--- src/include/sat_alu_defs.svh ---
`ifndef SAT_ALU_DEFS_SVH
`define SAT_ALU_DEFS_SVH

// full datapath word
`define SAT_ALU_WIDTH 16

// one lane is also one lookahead block
`define SAT_ALU_LANE_W 4

// lanes per word for the nibble-parallel mode
`define SAT_ALU_LANES 4

`endif

--- src/verilog/sat_alu_pkg.sv ---
`include "sat_alu_defs.svh"

package sat_alu_pkg;

    typedef logic [`SAT_ALU_WIDTH-1:0]  word_t;
    typedef logic [`SAT_ALU_LANE_W-1:0] lane_t;

    typedef enum logic [1:0] {
        OP_ADD    = 2'd0,   // signed saturating add
        OP_SUB    = 2'd1,   // signed saturating subtract
        OP_PADDSB = 2'd2,   // per-lane saturating add
        OP_XOR    = 2'd3
    } alu_op_e;

    // 34 bit request
    typedef struct packed {
        alu_op_e op;
        word_t   a;
        word_t   b;
    } alu_req_t;

    typedef struct packed {
        logic z;   // result is zero
        logic n;   // result top bit
        logic v;   // saturation happened
    } alu_flags_t;

    // 19 bit response
    typedef struct packed {
        word_t      result;
        alu_flags_t flags;
    } alu_rsp_t;

endpackage

--- src/verilog/cla_adder_16bit.sv ---
`timescale 1ns/1ns
`include "sat_alu_defs.svh"

module cla_adder_16bit
    import sat_alu_pkg::*;
(
    input  word_t                     a,
    input  word_t                     b,
    input  logic                      cin,
    input  logic                      split,       // four independent lanes
    output word_t                     sum,
    output logic [`SAT_ALU_LANES-1:0] lane_ovfl
);
    logic [`SAT_ALU_LANES-1:0] blk_prop;
    logic [`SAT_ALU_LANES-1:0] blk_gen;
    logic [`SAT_ALU_LANES-1:0] la_carry;   // lookahead carry into each block
    logic [`SAT_ALU_LANES-1:0] blk_cin;

    // second-level lookahead over the block group signals
    assign la_carry[0] = cin;
    assign la_carry[1] = blk_gen[0] | (blk_prop[0] & cin);
    assign la_carry[2] = blk_gen[1] |
                         (blk_prop[1] & blk_gen[0]) |
                         (blk_prop[1] & blk_prop[0] & cin);
    assign la_carry[3] = blk_gen[2] |
                         (blk_prop[2] & blk_gen[1]) |
                         (blk_prop[2] & blk_prop[1] & blk_gen[0]) |
                         (blk_prop[2] & blk_prop[1] & blk_prop[0] & cin);

    // lane mode cuts every carry between blocks
    assign blk_cin = split ? '0 : la_carry;

    for (genvar i = 0; i < `SAT_ALU_LANES; i++) begin : g_blk
        cla_adder_4bit i_blk (
            .a          (a[i*`SAT_ALU_LANE_W +: `SAT_ALU_LANE_W]),
            .b          (b[i*`SAT_ALU_LANE_W +: `SAT_ALU_LANE_W]),
            .cin        (blk_cin[i]),
            .sum        (sum[i*`SAT_ALU_LANE_W +: `SAT_ALU_LANE_W]),
            .prop_group (blk_prop[i]),
            .gen_group  (blk_gen[i]),
            .ovfl       (lane_ovfl[i])
        );
    end

endmodule

--- src/verilog/cla_adder_4bit.sv ---
`timescale 1ns/1ns

module cla_adder_4bit
    import sat_alu_pkg::*;
(
    input  lane_t a,
    input  lane_t b,
    input  logic  cin,
    output lane_t sum,
    output logic  prop_group,
    output logic  gen_group,
    output logic  ovfl
);
    lane_t      prop;
    lane_t      gen;
    logic [4:0] carry;   // carry[i] goes into bit i

    assign prop = a ^ b;
    assign gen  = a & b;

    // every carry is flattened so none waits on the one below it
    assign carry[0] = cin;
    assign carry[1] = gen[0] | (prop[0] & cin);
    assign carry[2] = gen[1] | (prop[1] & gen[0]) | (prop[1] & prop[0] & cin);
    assign carry[3] = gen[2] |
                      (prop[2] & gen[1]) |
                      (prop[2] & prop[1] & gen[0]) |
                      (prop[2] & prop[1] & prop[0] & cin);

    assign prop_group = &prop;
    assign gen_group  = gen[3] |
                        (prop[3] & gen[2]) |
                        (prop[3] & prop[2] & gen[1]) |
                        (prop[3] & prop[2] & prop[1] & gen[0]);

    // block carry out from the group terms
    assign carry[4] = gen_group | (prop_group & cin);

    assign sum = prop ^ carry[3:0];

    // signed overflow when the carry into the msb differs from the carry out
    assign ovfl = carry[3] ^ carry[4];

endmodule

--- src/verilog/sat_alu.sv ---
`timescale 1ns/1ns
`include "sat_alu_defs.svh"

module sat_alu
    import sat_alu_pkg::*;
(
    input  logic     clk,
    input  logic     arst_n,
    input  logic     in_valid,
    input  alu_req_t req,
    output logic     out_valid,
    output alu_rsp_t rsp
);
    logic                      req_valid_q;
    alu_req_t                  req_q;

    word_t                     op_b;        // b after optional inversion
    logic                      add_cin;
    logic                      split;
    word_t                     add_sum;
    logic [`SAT_ALU_LANES-1:0] lane_ovfl;
    word_t                     sat_result;
    logic                      sat_ovfl;
    logic                      is_xor;
    alu_rsp_t                  rsp_d;

    // request stage
    always_ff @(posedge clk or negedge arst_n) begin
        if (!arst_n) begin
            req_valid_q <= 1'b0;
        end else begin
            req_valid_q <= in_valid;
        end
    end

    always_ff @(posedge clk) begin
        if (in_valid) begin
            req_q <= req;
        end
    end

    // subtract is a + ~b + 1
    assign add_cin = (req_q.op == OP_SUB);
    assign op_b    = add_cin ? ~req_q.b : req_q.b;
    assign split   = (req_q.op == OP_PADDSB);
    assign is_xor  = (req_q.op == OP_XOR);

    cla_adder_16bit i_adder (
        .a         (req_q.a),
        .b         (op_b),
        .cin       (add_cin),
        .split     (split),
        .sum       (add_sum),
        .lane_ovfl (lane_ovfl)
    );

    saturate_unit i_sat (
        .sum       (add_sum),
        .lane_ovfl (lane_ovfl),
        .split     (split),
        .result    (sat_result),
        .ovfl      (sat_ovfl)
    );

    // result select and flags
    always_comb begin
        rsp_d.result  = is_xor ? (req_q.a ^ req_q.b) : sat_result;
        rsp_d.flags.z = (rsp_d.result == '0);
        rsp_d.flags.n = rsp_d.result[`SAT_ALU_WIDTH-1];
        rsp_d.flags.v = sat_ovfl & ~is_xor;   // xor never saturates
    end

    // response stage
    always_ff @(posedge clk or negedge arst_n) begin
        if (!arst_n) begin
            out_valid <= 1'b0;
            rsp       <= '0;
        end else begin
            out_valid <= req_valid_q;
            if (req_valid_q) begin
                rsp <= rsp_d;   // holds the last response between pulses
            end
        end
    end

endmodule

--- src/verilog/saturate_unit.sv ---
`timescale 1ns/1ns
`include "sat_alu_defs.svh"

module saturate_unit
    import sat_alu_pkg::*;
(
    input  word_t                     sum,
    input  logic [`SAT_ALU_LANES-1:0] lane_ovfl,
    input  logic                      split,
    output word_t                     result,
    output logic                      ovfl
);
    localparam word_t WORD_MAX = {1'b0, {(`SAT_ALU_WIDTH-1){1'b1}}};    // 0x7fff
    localparam word_t WORD_MIN = {1'b1, {(`SAT_ALU_WIDTH-1){1'b0}}};    // 0x8000
    localparam lane_t LANE_MAX = {1'b0, {(`SAT_ALU_LANE_W-1){1'b1}}};   // 0x7
    localparam lane_t LANE_MIN = {1'b1, {(`SAT_ALU_LANE_W-1){1'b0}}};   // 0x8

    // an overflowed sum has the wrong sign, so the clamp follows its inverse
    always_comb begin
        result = sum;
        if (split) begin
            for (int i = 0; i < `SAT_ALU_LANES; i++) begin
                if (lane_ovfl[i]) begin
                    result[i*`SAT_ALU_LANE_W +: `SAT_ALU_LANE_W] =
                        sum[(i+1)*`SAT_ALU_LANE_W-1] ? LANE_MAX : LANE_MIN;
                end
            end
        end else if (lane_ovfl[`SAT_ALU_LANES-1]) begin
            result = sum[`SAT_ALU_WIDTH-1] ? WORD_MAX : WORD_MIN;   // only the top lane counts
        end
    end

    assign ovfl = split ? |lane_ovfl : lane_ovfl[`SAT_ALU_LANES-1];

endmodule
--- config.mk ---
export PLATFORM = sky130hd
export DESIGN_NAME = sat_alu
export DESIGN_NICKNAME = d
export VERILOG_FILES = /design/src/verilog/sat_alu_pkg.sv /design/src/verilog/cla_adder_16bit.sv /design/src/verilog/cla_adder_4bit.sv /design/src/verilog/sat_alu.sv /design/src/verilog/saturate_unit.sv
export VERILOG_INCLUDE_DIRS = /design/src /design/src/include
export SDC_FILE = /design/constraint.sdc
export NUM_CORES = 1
export LEC_CHECK = 0
export BUFFER_PORTS_ARGS = -buffer_cell sky130_fd_sc_hd__buf_2
export CAP_MARGIN = 20
export CORE_MARGIN = 4
export CORE_UTILIZATION = 40
export CTS_BUF_LIST = sky130_fd_sc_hd__clkbuf_8
export CTS_CLUSTER_SIZE = 20
export DETAILED_ROUTE_END_ITERATION = 12
export GPL_ROUTABILITY_DRIVEN = 0
export HOLD_SLACK_MARGIN = 0.12
export PLACE_DENSITY_LB_ADDON = 0.05
export SYNTH_ARGS = -nofsm -noshare
export SYNTH_HDL_FRONTEND = slang
export SYNTH_SLANG_ARGS = --single-unit
--- constraint.sdc ---
create_clock -name clk -period 5.8 [get_ports clk]
set_input_delay 1.16 -clock clk [delete_from_list [all_inputs] [get_ports clk]]
set_output_delay 1.16 -clock clk [all_outputs]
set_load 0.005 [all_outputs]
; ---- After elaboration in Yosys (flattened, before gate mapping)
; Index checks and enable logic that the tools add are counted.
; Widths: inputs -> output; s select.
[word_totals]
regBits = 55
in_bits = 37
output_inout_bits = 20
[op_classes]
n_eq_ne = 3
muxes = 15
n_bitwise = 135
reduce_logical = 6
[op_table]
columns = op, count
row1 = $mux 16, 5
row2 = $and 1x1->1, 70
row3 = $or 1x1->1, 46
row4 = $mux 4, 9
row5 = $xor 4x4->4, 8
row6 = $and 4x4->4, 4
row7 = $logic_not 16->1, 1
row8 = $not 16->16, 1
row9 = $reduce_and 4->1, 4
row10 = $xor 16x16->16, 1
row11 = $eq 2x2->1 const B, 2
row12 = $reduce_or 4->1, 1
row13 = $xor 1x1->1, 4
row14 = $eq 2x1->1 const B, 1
row15 = $mux 1, 1
row16 = $not 1->1, 1

; ---- Logic depth before layout (Yosys ltp)
; Gate-level depths: netlist of the first run.
[logic_depth]
word_depth = 20
mapped_depth = 19
ltp_nobuf = 16

; ---- Modules after synthesis
; Synthesis of the first run repeated with hierarchy kept, for this count alone.
[hier_totals]
cells_unflattened = 326
hier_area_um2 = 3683.5
[modules_own_cells]
columns = module, instances, cells_per_inst, area_per_inst_um2, seq_area_each_um2
row1 = sat_alu, 1, 165, 2314.7, 1521.5
row2 = cla_adder_4bit, 4, 24, 198.9, 0.0
row3 = saturate_unit, 1, 55, 479.2, 0.0
row4 = cla_adder_16bit, 1, 10, 93.8, 0.0

; ---- Least setup slack after synthesis of the first run
; OpenSTA, ideal clock, no wires.
[synth_path]
path_type = register to register
from = register req_q[32] (netlist name)
to = register rsp[2] (netlist name)
setup_ns = 0.095
arrival_time_ns = 4.125
t_required_ns = 5.705
setup_slack_ns = 1.580
path_stages_with_launch = 18
path_cell_list = edfxtp_1 -> clkbuf_1 -> nand2_1 -> clkbuf_1 -> xnor2_1 -> ha_1 -> buf_4 -> and2_1 -> a221o_1 -> nor3_1 -> nor2_1 -> fa_1 -> inv_1 -> a21o_1 -> a41oi_1 -> nor4_1 -> nand4_1 -> o32ai_2
[synth_between]
elab_chain_len = 20
word_cells_on_any_way = 153
classes_between = 3 x eq/ne / 14 x mux / 131 x bitwise / 5 x reduce/logical
[synth_rtl]
columns = element, line
row1 = "start, declared", sat_alu.sv:15  ; alu_req_t req_q;
row2 = "start signal, assigned", sat_alu.sv:38  ; req_q <= req;
row3 = $eq 2x1->1, sat_alu.sv:43  ; assign add_cin = (req_q.op == OP_SUB);
row4 = $mux 16, sat_alu.sv:44  ; assign op_b = add_cin ? ~req_q.b : req_q.b;
row5 = $xor 4x4->4 / $and 4x4->4 (equally long branches), "cla_adder_4bit.sv:18, cla_adder_4bit.sv:19"
row6 = "$and 1x1->1, on equally long branches", "cla_adder_4bit.sv:32, cla_adder_4bit.sv:33, cla_adder_4bit.sv:34"
row7 = "$or 1x1->1, or another cell as far along", cla_adder_4bit.sv:31  ; assign gen_group = gen[3] |
row8 = $or 1x1->1 / $and 1x1->1 (equally long branches), "cla_adder_4bit.sv:32, cla_adder_4bit.sv:34"
row9 = $or 1x1->1, cla_adder_4bit.sv:33  ; (prop[3] & prop[2] & gen[1]) |
row10 = $and 1x1->1, cla_adder_16bit.sv:26  ; (blk_prop[2] & blk_gen[1]) |
row11 = [4 not listed], n/a
row12 = $and 1x1->1, cla_adder_4bit.sv:28  ; (prop[2] & prop[1] & prop[0] & cin);
row13 = $or 1x1->1, cla_adder_4bit.sv:27  ; (prop[2] & prop[1] & gen[0]) |
row14 = $xor 4x4->4, cla_adder_4bit.sv:39  ; assign sum = prop ^ carry[3:0];
row15 = $mux 16 / $mux 4 (equally long branches), "saturate_unit.sv:29, saturate_unit.sv:25"
row16 = $mux 16 / $mux 4 (equally long branches), "saturate_unit.sv:28, saturate_unit.sv:23"
row17 = $mux 16, saturate_unit.sv:21  ; if (split) begin
row18 = $mux 16 (*), sat_alu.sv:67  ; rsp_d.result = is_xor ? (req_q.a ^ req_q.b) : sat_result;
row19 = $logic_not 16->1 (*), sat_alu.sv:68  ; rsp_d.flags.z = (rsp_d.result == '0);
row20 = "end signal, assigned", sat_alu.sv:81  ; rsp <= rsp_d;
row21 = "end, declared", sat_alu.sv:12  ; output alu_rsp_t rsp
; Every way passes the cells marked *; elsewhere a longest branch is shown, timed or not.
; A chain may end at the register's enable or synchronous reset.

; ---- Worst setup path after layout of the first run
[layout_path]
from = register req_q[33] (netlist name)
to = register rsp[2] (netlist name)
; Same word-level chain as after synthesis.

==> qor.yml, run 1 <==
slew_viol_final: 0
regToRegEndpoint: "rsp[2]"
synth_area_leaders: "edfxtp_1, dfrtp_1, xnor2_1, ha_1, nor2_1"
rsz0062_at_grt: "no"
p_seq_share_pct: 36.1
cp.arrival_ns: 4.90
grt_pass1_wl_mm: 15.5
whs_ns: 0.481
final-hold-violation-count: 0
coreArea_um2: 9240
critPathLaunch: "req_q[33]"
fin_area_um2: 4280
fmax_ghz: 0.214
ys_seq_area_share_pct: 40.1
crit_family: "simple AND/OR/NAND/NOR gates"
r2r_slack_ns: 1.12
cp.required_ns: 6.02
clkSinkCount: 54
p_leak_nw: 1.70
finalSetupViolations: 0
finalClockSkew_ns: 0.00939
insertion_delay_ns: 0.31
ir_worst_vdd_mv: 0.124
synthArstFlopShare_pct: 37.0
synth_area_um2: 3800
syn_inst: 363
grtUsageTotal_pct: 17.7
routed_wl_mm: 9.54
critical_path_buf_inv_count: 1
finalCritPeriodShare_pct: 80.6
synth_warnings: 0
worstSetupPathType: "reg -> reg"
crit_chain: "inv_1, nand2_1, xnor2_1, ha_1, nand2_1, a211oi_2, nor2_1, fa_1, nor2_1, a21oi_1, o31ai_1, a211oi_1, nand4_1, or4_1, o32ai_2"
tightest_slew_ns: 0.993
grt_pass1_vias: 2929
gr-max-usage-layer: "met2"
die_area_um2: 11100
crit_slowest_cell: "fa_1"
fillers: 905
cp-start-kind: "register"
fin_ws_ns: 1.12
post_cts_buffers: 0
utilization_pct: 46.4
power_switching_uw: 551
pwr-share-comb_pct: 46.3
slew_headroom_pct: 33.6
end_kind: "register"
clk_pin_slew_worst_paths_ns: 0.10
antenna_found_initial: 0
portBuffers: 56
met3_usage_pct: 3.18
pre_cts_ws_ns: 1.15
h-tree-depth: 2
reg2reg_depth: 15
synth_area_per_cell_um2: 10.5
grtUsageMet2_pct: 27.6
power_mw: 1.42
detail_route.vias_per_cell: 5.47
area_delta_synth_final_pct: 12.7
root_buffer: "clkbuf_8"
internal_power_uw: 874
max_stage_delay_ns: 0.57
cts.repair.resized: 0
hold_end: "rsp[12]"
fin_tns_setup_ns: 0
p_per_area_nw_per_um2: 333
use_met1_pct: 25.4
grt_max_degree: 36
drt_iter0_markers: 241
grt.overflow.total: 0
hpwlAfterDp_mm: 7.47
clockBufferDepth: 2
dpl.cell_count: 534
synth_top_area_cell: "edfxtp_1"
multi_input_area_um2: 2140
p_clk_share_pct: 17.6
period_needed_ns: 4.68
numCtsBuffers: 5
start_util_pct: 41.1
synthFlopType: "edfxtp_1"
netlist.area_leader.share_pct: 26.9
path_max_fanout: 11
min_path_cells: 1
status: "finished, final reports clean"
hp-start: "rsp[12]"
postRouteAntennaNets: 0
drc: 0
stdcell_count: 542
ctsHoldBuffers: 0
fp-row-count: 35
syn-num-nets: 419
chipHeight_um: 105
cap_violations: 0
nets: 468
drive_above_1_share_pct: 22.5
seq_area_um2: 1520
routed-via-count: 2966
firstDrtPassIters: 4
cts_tree: "yes"
die_x_um: 105
synth_seq_cells: 54
synth.distinct_cells: 80
power_switching_share_pct: 38.6
num_antenna_cells: 0
hold_class: "reg -> reg"
io_pins: 57
dpl-instance-area_um2: 4180
post_drt_wl_per_cell_um: 17.6
r2r_start: "req_q[33]"
synth_edf_count: 34
-- Yosys cell counts, drive strengths merged (4+ instances only) --
master,number
edfxtp,34
o211ai,5
buf,7
ha,16
o21ai,16
xnor2,27
o21a,7
o31ai,4
clkbuf,10
nor3,10
a21o,5
nand2,21
nand4,5
nor2,41
nand2b,6
a21oi,29
a31oi,4
inv,13
o32ai,4
xor2,16
dfrtp,20
mux2,5
-- cells in the final DEF, fill, tap and decap left out, types with 10 or more instances in the layout --
| cell | n |
|---|---|
| buf_2 | 56 |
| a21oi_1 | 27 |
| nand2_1 | 21 |
| inv_1 | 15 |
| xnor2_1 | 27 |
| nor3_1 | 10 |
| nor2_1 | 40 |
| ha_1 | 16 |
| dfrtp_1 | 20 |
| o21ai_0 | 11 |
| xor2_1 | 16 |
| edfxtp_1 | 34 |
-- cell type report --
cell class / instances / share of cell area (%)
inverter: 13 / 1.14
timing repair buffer: 59 / 7.07
multi-input combinational: 279 / 50.0
clock buffer: 5 / 1.61
clock inverter: 3 / 0.876
tap: 129 / 3.77
sequential: 54 / 35.5
-- sequential cells by signal, summed over array words and instances (netlist names) --
register and cells:
out_valid 1, rsp 18, req_q 34, req_valid_q 1
-- worst register-to-register path, delay by kind of cell, from the launching register on --
kind                       cells  cell delay, ns
AOI/OAI and AO/OA              5            1.19
xor gates and xnor gates       1            0.24
adders and majority gates      2            1.12
buffers and inverters          1            0.19
DFF                            1            0.39
and+or+nand+nor                6            1.47
-- worst max-delay path by stage --
stage	endpoint	cells after the start
floorplan	rsp[2]	17
global placement	rsp[2]	15
detailed placement	rsp[2]	15
CTS	rsp[2]	15
global route	rsp[2]	15
finish	rsp[2]	15
-- cells by family (layout without fill, tap and decap cells) --
family	count (synthesis)	count (layout)	share of synthesized area, %
simple gates	101	101	13.6
buf+inv	30	80	3.56
mux	7	7	2.01
fa+ha+maj	19	19	6.85
xor+xnor	43	43	9.91
flops	54	54	40.1
compound gates	109	109	24.0
-- per-layer routing --
layer	wire (um)	share of wire, %
met5	0	0
met4	97	1.0
met3	555	5.8
met2	4390	46
met1	4500	47
-- power by group through the flow --
stage / combinational [mW] / clock [mW] / sequential, mW
6_report: 0.660 / 0.250 / 0.514
5_1_grt: 0.731 / 0.276 / 0.524
4_1_cts: 0.660 / 0.260 / 0.516
3_5_place_dp: 0.656 / 0 / 0.524
3_3_place_gp: 0.653 / 0 / 0.524
2_1_floorplan: 0.464 / 0 / 0.523
(Power assumes the default switching activity.)
==> inputs of run 2 (changes only) <==
- clock period: 5.8 -> 4 ns (I/O delays scaled with it)
==> run 2 against run 1 <==
  * Core utilization is 2.5 points higher
  * Final area is 5.5% higher
  * Fmax is 24% higher
  * Largest cell class unchanged
  * First-iteration DRC count is 1.7% lower
==> qor.yml, run 2 (synthesized netlist as in run 1, its figures left out) <==
internal_power_mw: 1.34  # +53%
fmax_ghz: 0.265  # +24%
nets: 491  # +4.9%
portBuffers: 56  # unchanged
clockBufferDepth: 2  # unchanged
end_kind: "register"
hold_class: "in -> async"
status: "finished, final reports clean"
finalCritPeriodShare_pct: 94.2  # +14 points
io_pins: 57  # unchanged
largest_reg_flops: 34  # unchanged
clkSinkCount: 54  # unchanged
fp-row-count: 35  # unchanged
slew_headroom_pct: 48.4  # +15 points
hpwlAfterDp_mm: 7.44  # -0.47%
drive_above_1_share_pct: 28.9  # +6.4 points
grtUsageTotal_pct: 17.1  # -0.60 points
root_buffer: "clkbuf_8"
fin_tns_setup_ns: 0  # unchanged
period_needed_ns: 3.77  # -0.907 ns
grt_pass1_vias: 2958  # +0.99%
postRouteAntennaNets: 0  # unchanged
start_util_pct: 41.1  # unchanged
h-tree-depth: 2  # unchanged
post_drt_wl_per_cell_um: 17.0  # -3.4%
numCtsBuffers: 5  # unchanged
die_x_um: 105  # unchanged
slew_viol_final: 0  # unchanged
path_max_fanout: 6  # -5
mostFrequentLayoutCells: "buf_2, nor2_1, edfxtp_1"
p_seq_share_pct: 34.3  # -1.8 points
largest_register: "req_q"
worstSetupPathType: "reg -> reg"
drc: 0  # unchanged
fillers: 899  # -0.66%
num_antenna_cells: 0  # unchanged
ir_worst_vdd_mv: 0.161  # +30%
p_per_area_nw_per_um2: 479  # +44%
final-hold-violation-count: 0  # unchanged
routed-via-count: 3133  # +5.6%
cp.required_ns: 4.23  # -1.79 ns
multi_input_area_um2: 2200  # +2.5%
seq_area_um2: 1520  # unchanged
final_common_cell: "buf_2"
die_area_um2: 11100  # unchanged
cts_tree: "yes"
antenna_found_initial: 0  # unchanged
pwr-share-comb_pct: 48.4  # +2.1 points
reg_top3: "req_q x34, rsp x18"
coreArea_um2: 9240  # unchanged
firstDrtPassIters: 5  # +1
routed_wl_mm: 9.60  # +0.65%
drt_iter0_markers: 237  # -1.7%
ctsHoldBuffers: 0  # unchanged
pre_cts_ws_ns: 0.0908  # -1.06 ns
chipHeight_um: 105  # unchanged
detail_route.vias_per_cell: 5.55  # +1.3%
finalSetupViolations: 0  # unchanged
area_delta_synth_final_pct: 18.9
fin_ws_ns: 0.231  # -0.893 ns
grt_max_degree: 36  # unchanged
grt.overflow.total: 0  # unchanged
clk_pin_slew_worst_paths_ns: 0.11  # about the same
cap_violations: 0  # unchanged
p_clk_share_pct: 17.3  # -0.3 points
power_switching_share_pct: 38.3  # -0.31 points
finalClockSkew_ns: 0.0142  # +0.00485 ns
cp-start-kind: "register"
p_leak_nw: 1.82  # +7.4%
insertion_delay_ns: 0.32  # about the same
tightest_slew_ns: 0.773  # -0.220 ns
power_switching_uw: 830  # +51%
grt_pass1_wl_mm: 15.2  # -1.9%
cp.arrival_ns: 4.00  # -0.90 ns
## run 2: per-layer routing
metal	routed length [um]	global-route usage [%]	up-vias
met1	4430	24.0	1505
met3	639	2.51	11
met5	0	0	-
met4	155	4.59	0
met2	4380	27.5	107
li1	-	-	1510
## run 2: cell type report
type,count,area share [%]
Clock buffer,5,1.52
Clock inverter,3,0.942
Sequential cell,54,33.7
Timing Repair Buffer,82,10.6
Multi-Input combinational cell,279,48.6
Tap cell,129,3.57
Inverter,13,1.08
## run 2: repair_timing
item	in CTS	in global routing
setup endpoints to repair	0	2
gates resized for setup	0	10
buffers inserted	0	4
## run 2: critical path, stage by stage, from the launching register on
cell and delay [ns]:
edfxtp_1 0.39, inv_1 0.12, nand2_4 0.10, xnor2_1 0.15
ha_2 0.39, nand4b_4 0.15, a211oi_4 0.32, nor2_1 0.12
fa_1 0.57, nor2b_1 0.15, o21bai_1 0.09, a211oi_2 0.29
nand4_1 0.12, or4_1 0.54, o32ai_2 0.20
## run 2: power by group through the flow
stage	logic, mW	registers [mW]	clock network [mW]
after detailed placement	0.990	0.757	0
final	1.05	0.744	0.375
after CTS	0.995	0.745	0.390
after floorplan	0.674	0.759	0
after global placement	0.986	0.755	0
after global routing	1.14	0.757	0.416
## run 2: stage by stage
stage / utilization, % / power (mW) / std cells / hold slack [ns] / instance area, um2
after floorplan: - / 1.43 / 363 / 0.352 / 3800
after global placement: 46.8 / 1.74 / 553 / 0.458 / 4320
after detailed placement: 46.8 / 1.75 / 553 / 0.474 / 4320
after CTS: 48.0 / 2.13 / 561 / 0.415 / 4430
after global routing: 48.9 / 2.32 / 565 / 0.443 / 4520
final: 48.9 / 2.17 / 565 / 0.403 / 4520
## run 2: path summary, 6_finish.rpt
check | startpoint | to | slack, ns | cells past startpoint
worst max-delay path | req_q[33] | rsp[2] | 0.23 | 14
worst min-delay path | arst_n | rsp[2] | 0.40 | 1
worst max register to register | req_q[33] | rsp[2] | 0.23 | 14
worst min register to register | rsp[12] | rsp[12] | 0.50 | 1
max in group asynchronous | arst_n | rsp[8] | 3.30 | 1
min in group clk | rsp[12] | rsp[12] | 0.50 | 1
==> inputs of run 3 (changes only) <==
- CTS_BUF_LIST: sky130_fd_sc_hd__clkbuf_8 -> sky130_fd_sc_hd__clkbuf_16
- SETUP_SLACK_MARGIN: unset -> 0.05
==> run 3 against run 2 <==
  * Sequential power is essentially flat
  * Hold slack gained 0.034 ns
  * Fmax shrank 1.5%
  * First-iteration DRC count grew 7.6%
  * Highest routed layer unchanged
==> qor.yml, run 3 (synthesized netlist as in run 1, its figures left out) <==
status: "finished, final reports clean"
finalCritPeriodShare_pct: 95.7  # +1.4 points
period_needed_ns: 3.83  # +0.0577 ns
cts_tree: "yes"
critical_path_buf_inv_count: 2  # +1
p_seq_share_pct: 32.9  # -1.4 points
slew_headroom_pct: 48.7  # +0.22 points
ir_worst_vdd_mv: 0.200  # +24%
final_common_cell: "buf_2"
grt.overflow.total: 0  # unchanged
antenna_found_initial: 0  # unchanged
rsz0062_at_grt: "no"
fin_tns_setup_ns: 0  # unchanged
nets: 492  # +0.20%
tightest_slew_ns: 0.770  # -0.00337 ns
ctsHoldBuffers: 0  # unchanged
power_switching_uw: 842  # +1.4%
pwr-share-comb_pct: 46.4  # -2.0 points
grt_max_degree: 36  # unchanged
largest_reg_flops: 34  # unchanged
insertion_delay_ns: 0.29  # -0.03 ns
power_mw: 2.26  # +4.5%
detail_route.vias_per_cell: 5.49  # -0.97%
largest_register: "req_q"
grt_pass1_wl_mm: 15.3  # +0.45%
cp-start-kind: "register"
final-hold-violation-count: 0  # unchanged
worstSetupPathType: "reg -> reg"
regToRegEndpoint: "rsp[2]"
fp-row-count: 35  # unchanged
area_delta_synth_final_pct: 20.5
numCtsBuffers: 5  # unchanged
r2r_start: "req_q[33]"
power_switching_share_pct: 37.2  # -1.1 points
mostFrequentLayoutCells: "buf_2, nor2_1, edfxtp_1"
hold_class: "in -> async"
reg2reg_depth: 14  # unchanged
slew_viol_final: 0  # unchanged
stdcell_count: 566  # +0.18%
clk_pin_slew_worst_paths_ns: 0.07  # -0.04 ns
postRouteAntennaNets: 0  # unchanged
r2r_slack_ns: 0.17  # -0.06 ns
p_leak_nw: 1.85  # +1.6%
finalSetupViolations: 0  # unchanged
drt_iter0_markers: 255  # +7.6%
die_area_um2: 11100  # unchanged
max_stage_delay_ns: 0.50  # -0.07 ns
reg_top3: "req_q x34, rsp x18"
finalClockSkew_ns: 0.00579  # -0.00846 ns
clkSinkCount: 54  # unchanged
io_pins: 57  # unchanged
drive_above_1_share_pct: 29.1  # +0.16 points
coreArea_um2: 9240  # unchanged
die_x_um: 105  # unchanged
internal_power_mw: 1.42  # +6.4%
clockBufferDepth: 2  # unchanged
fillers: 890  # -1.0%
routed-via-count: 3108  # -0.80%
cp.required_ns: 4.20  # -0.03 ns
h-tree-depth: 2  # unchanged
grtUsageTotal_pct: 17.2  # +0.10 points
p_per_area_nw_per_um2: 494  # +3.1%
chipHeight_um: 105  # unchanged
crit_chain: "inv_1, nand2_4, xnor2_1, ha_2, a21oi_1, a211oi_4, buf_4, o21ai_1, a31oi_2, xnor2_1, a21oi_1, o41a_1, or4_1, o32ai_2"
critPathLaunch: "req_q[33]"
num_antenna_cells: 0  # unchanged
fmax_ghz: 0.261  # -1.5%
dpl.cell_count: 553  # unchanged
cp.arrival_ns: 4.03  # +0.03 ns
firstDrtPassIters: 5  # unchanged
crit_slowest_cell: "or4_1"
portBuffers: 56  # unchanged
p_clk_share_pct: 20.7  # +3.4 points
drc: 0  # unchanged
start_util_pct: 41.1  # unchanged
root_buffer: "clkbuf_16"
crit_family: "compound AO/OA/AOI/OAI gates"
post_drt_wl_per_cell_um: 17.0  # +0.25%
routed_wl_mm: 9.64  # +0.43%
path_max_fanout: 6  # unchanged
hpwlAfterDp_mm: 7.44  # unchanged
cap_violations: 0  # unchanged
worstSetupPathDepth: 14  # unchanged
grt_pass1_vias: 2957  # -0.034%
crit_path_end: "rsp[2]"
end_kind: "register"
==> run 3: cell count changes in the layout (fill, tap and decap cells not counted), sizes merged <==
cell,previous run,this run
buf,82,83
bufinv,1,0
clkbuf,5,6
==> run 3: area by class of cell <==
type	instances	area, um2	share of cell area, %
Multi-Input combinational cell	279	2200	48.0
Inverter	13	48.8	1.07
Timing Repair Buffer	83	487	10.6
Sequential cell	54	1520	33.2
Clock inverter	2	12.5	0.273
Tap cell	129	161	3.53
Clock buffer	6	150	3.28
==> run 3: through the flow <==
stage                     setup slack (ns)  utilization, %  cell area, um2  hold slack (ns)
after CTS                           0.0612            48.5            4480            0.448
after floorplan                     0.0546               -            3800            0.352
final                                0.173            49.5            4580            0.437
after global routing              0.000980            49.5            4580            0.478
after detailed placement            0.0908            46.8            4320            0.474
after global placement               0.196            46.8            4320            0.458
==> run 3: power groups by stage <==
stage	sequential, mW	combinational (mW)	clock, mW
final	0.745	1.05	0.468
after global routing	0.758	1.15	0.518
after CTS	0.746	0.995	0.492
after detailed placement	0.757	0.990	0
after global placement	0.755	0.986	0
after floorplan	0.759	0.674	0
==> run 3: routing by layer <==
metal | vias to the layer above | wire length [um] | GRT usage, %
met5 | - | 0 | 0
met4 | 0 | 121 | 4.40
met3 | 7 | 681 | 2.88
met2 | 122 | 4440 | 27.2
met1 | 1476 | 4400 | 24.4
li1 | 1503 | - | -
==> run 3: what timing repair did <==
item | in CTS | in global routing
gates resized for setup | 0 | 10
endpoints found under the setup margin | 0 | 2
endpoints found under the hold margin | 0 | 0
setup buffers | 0 | 5
==> run 3: worst min path at each step <==
stage	startpoint	cells past startpoint	slack (ns)	to
floorplan	req_valid_q	0	0.35	out_valid
CTS	arst_n	1	0.45	rsp[7]
detailed placement	rsp[12]	1	0.47	rsp[12]
global route	arst_n	1	0.48	rsp[14]
finish	arst_n	1	0.44	rsp[5]
global placement	rsp[12]	1	0.46	rsp[12]
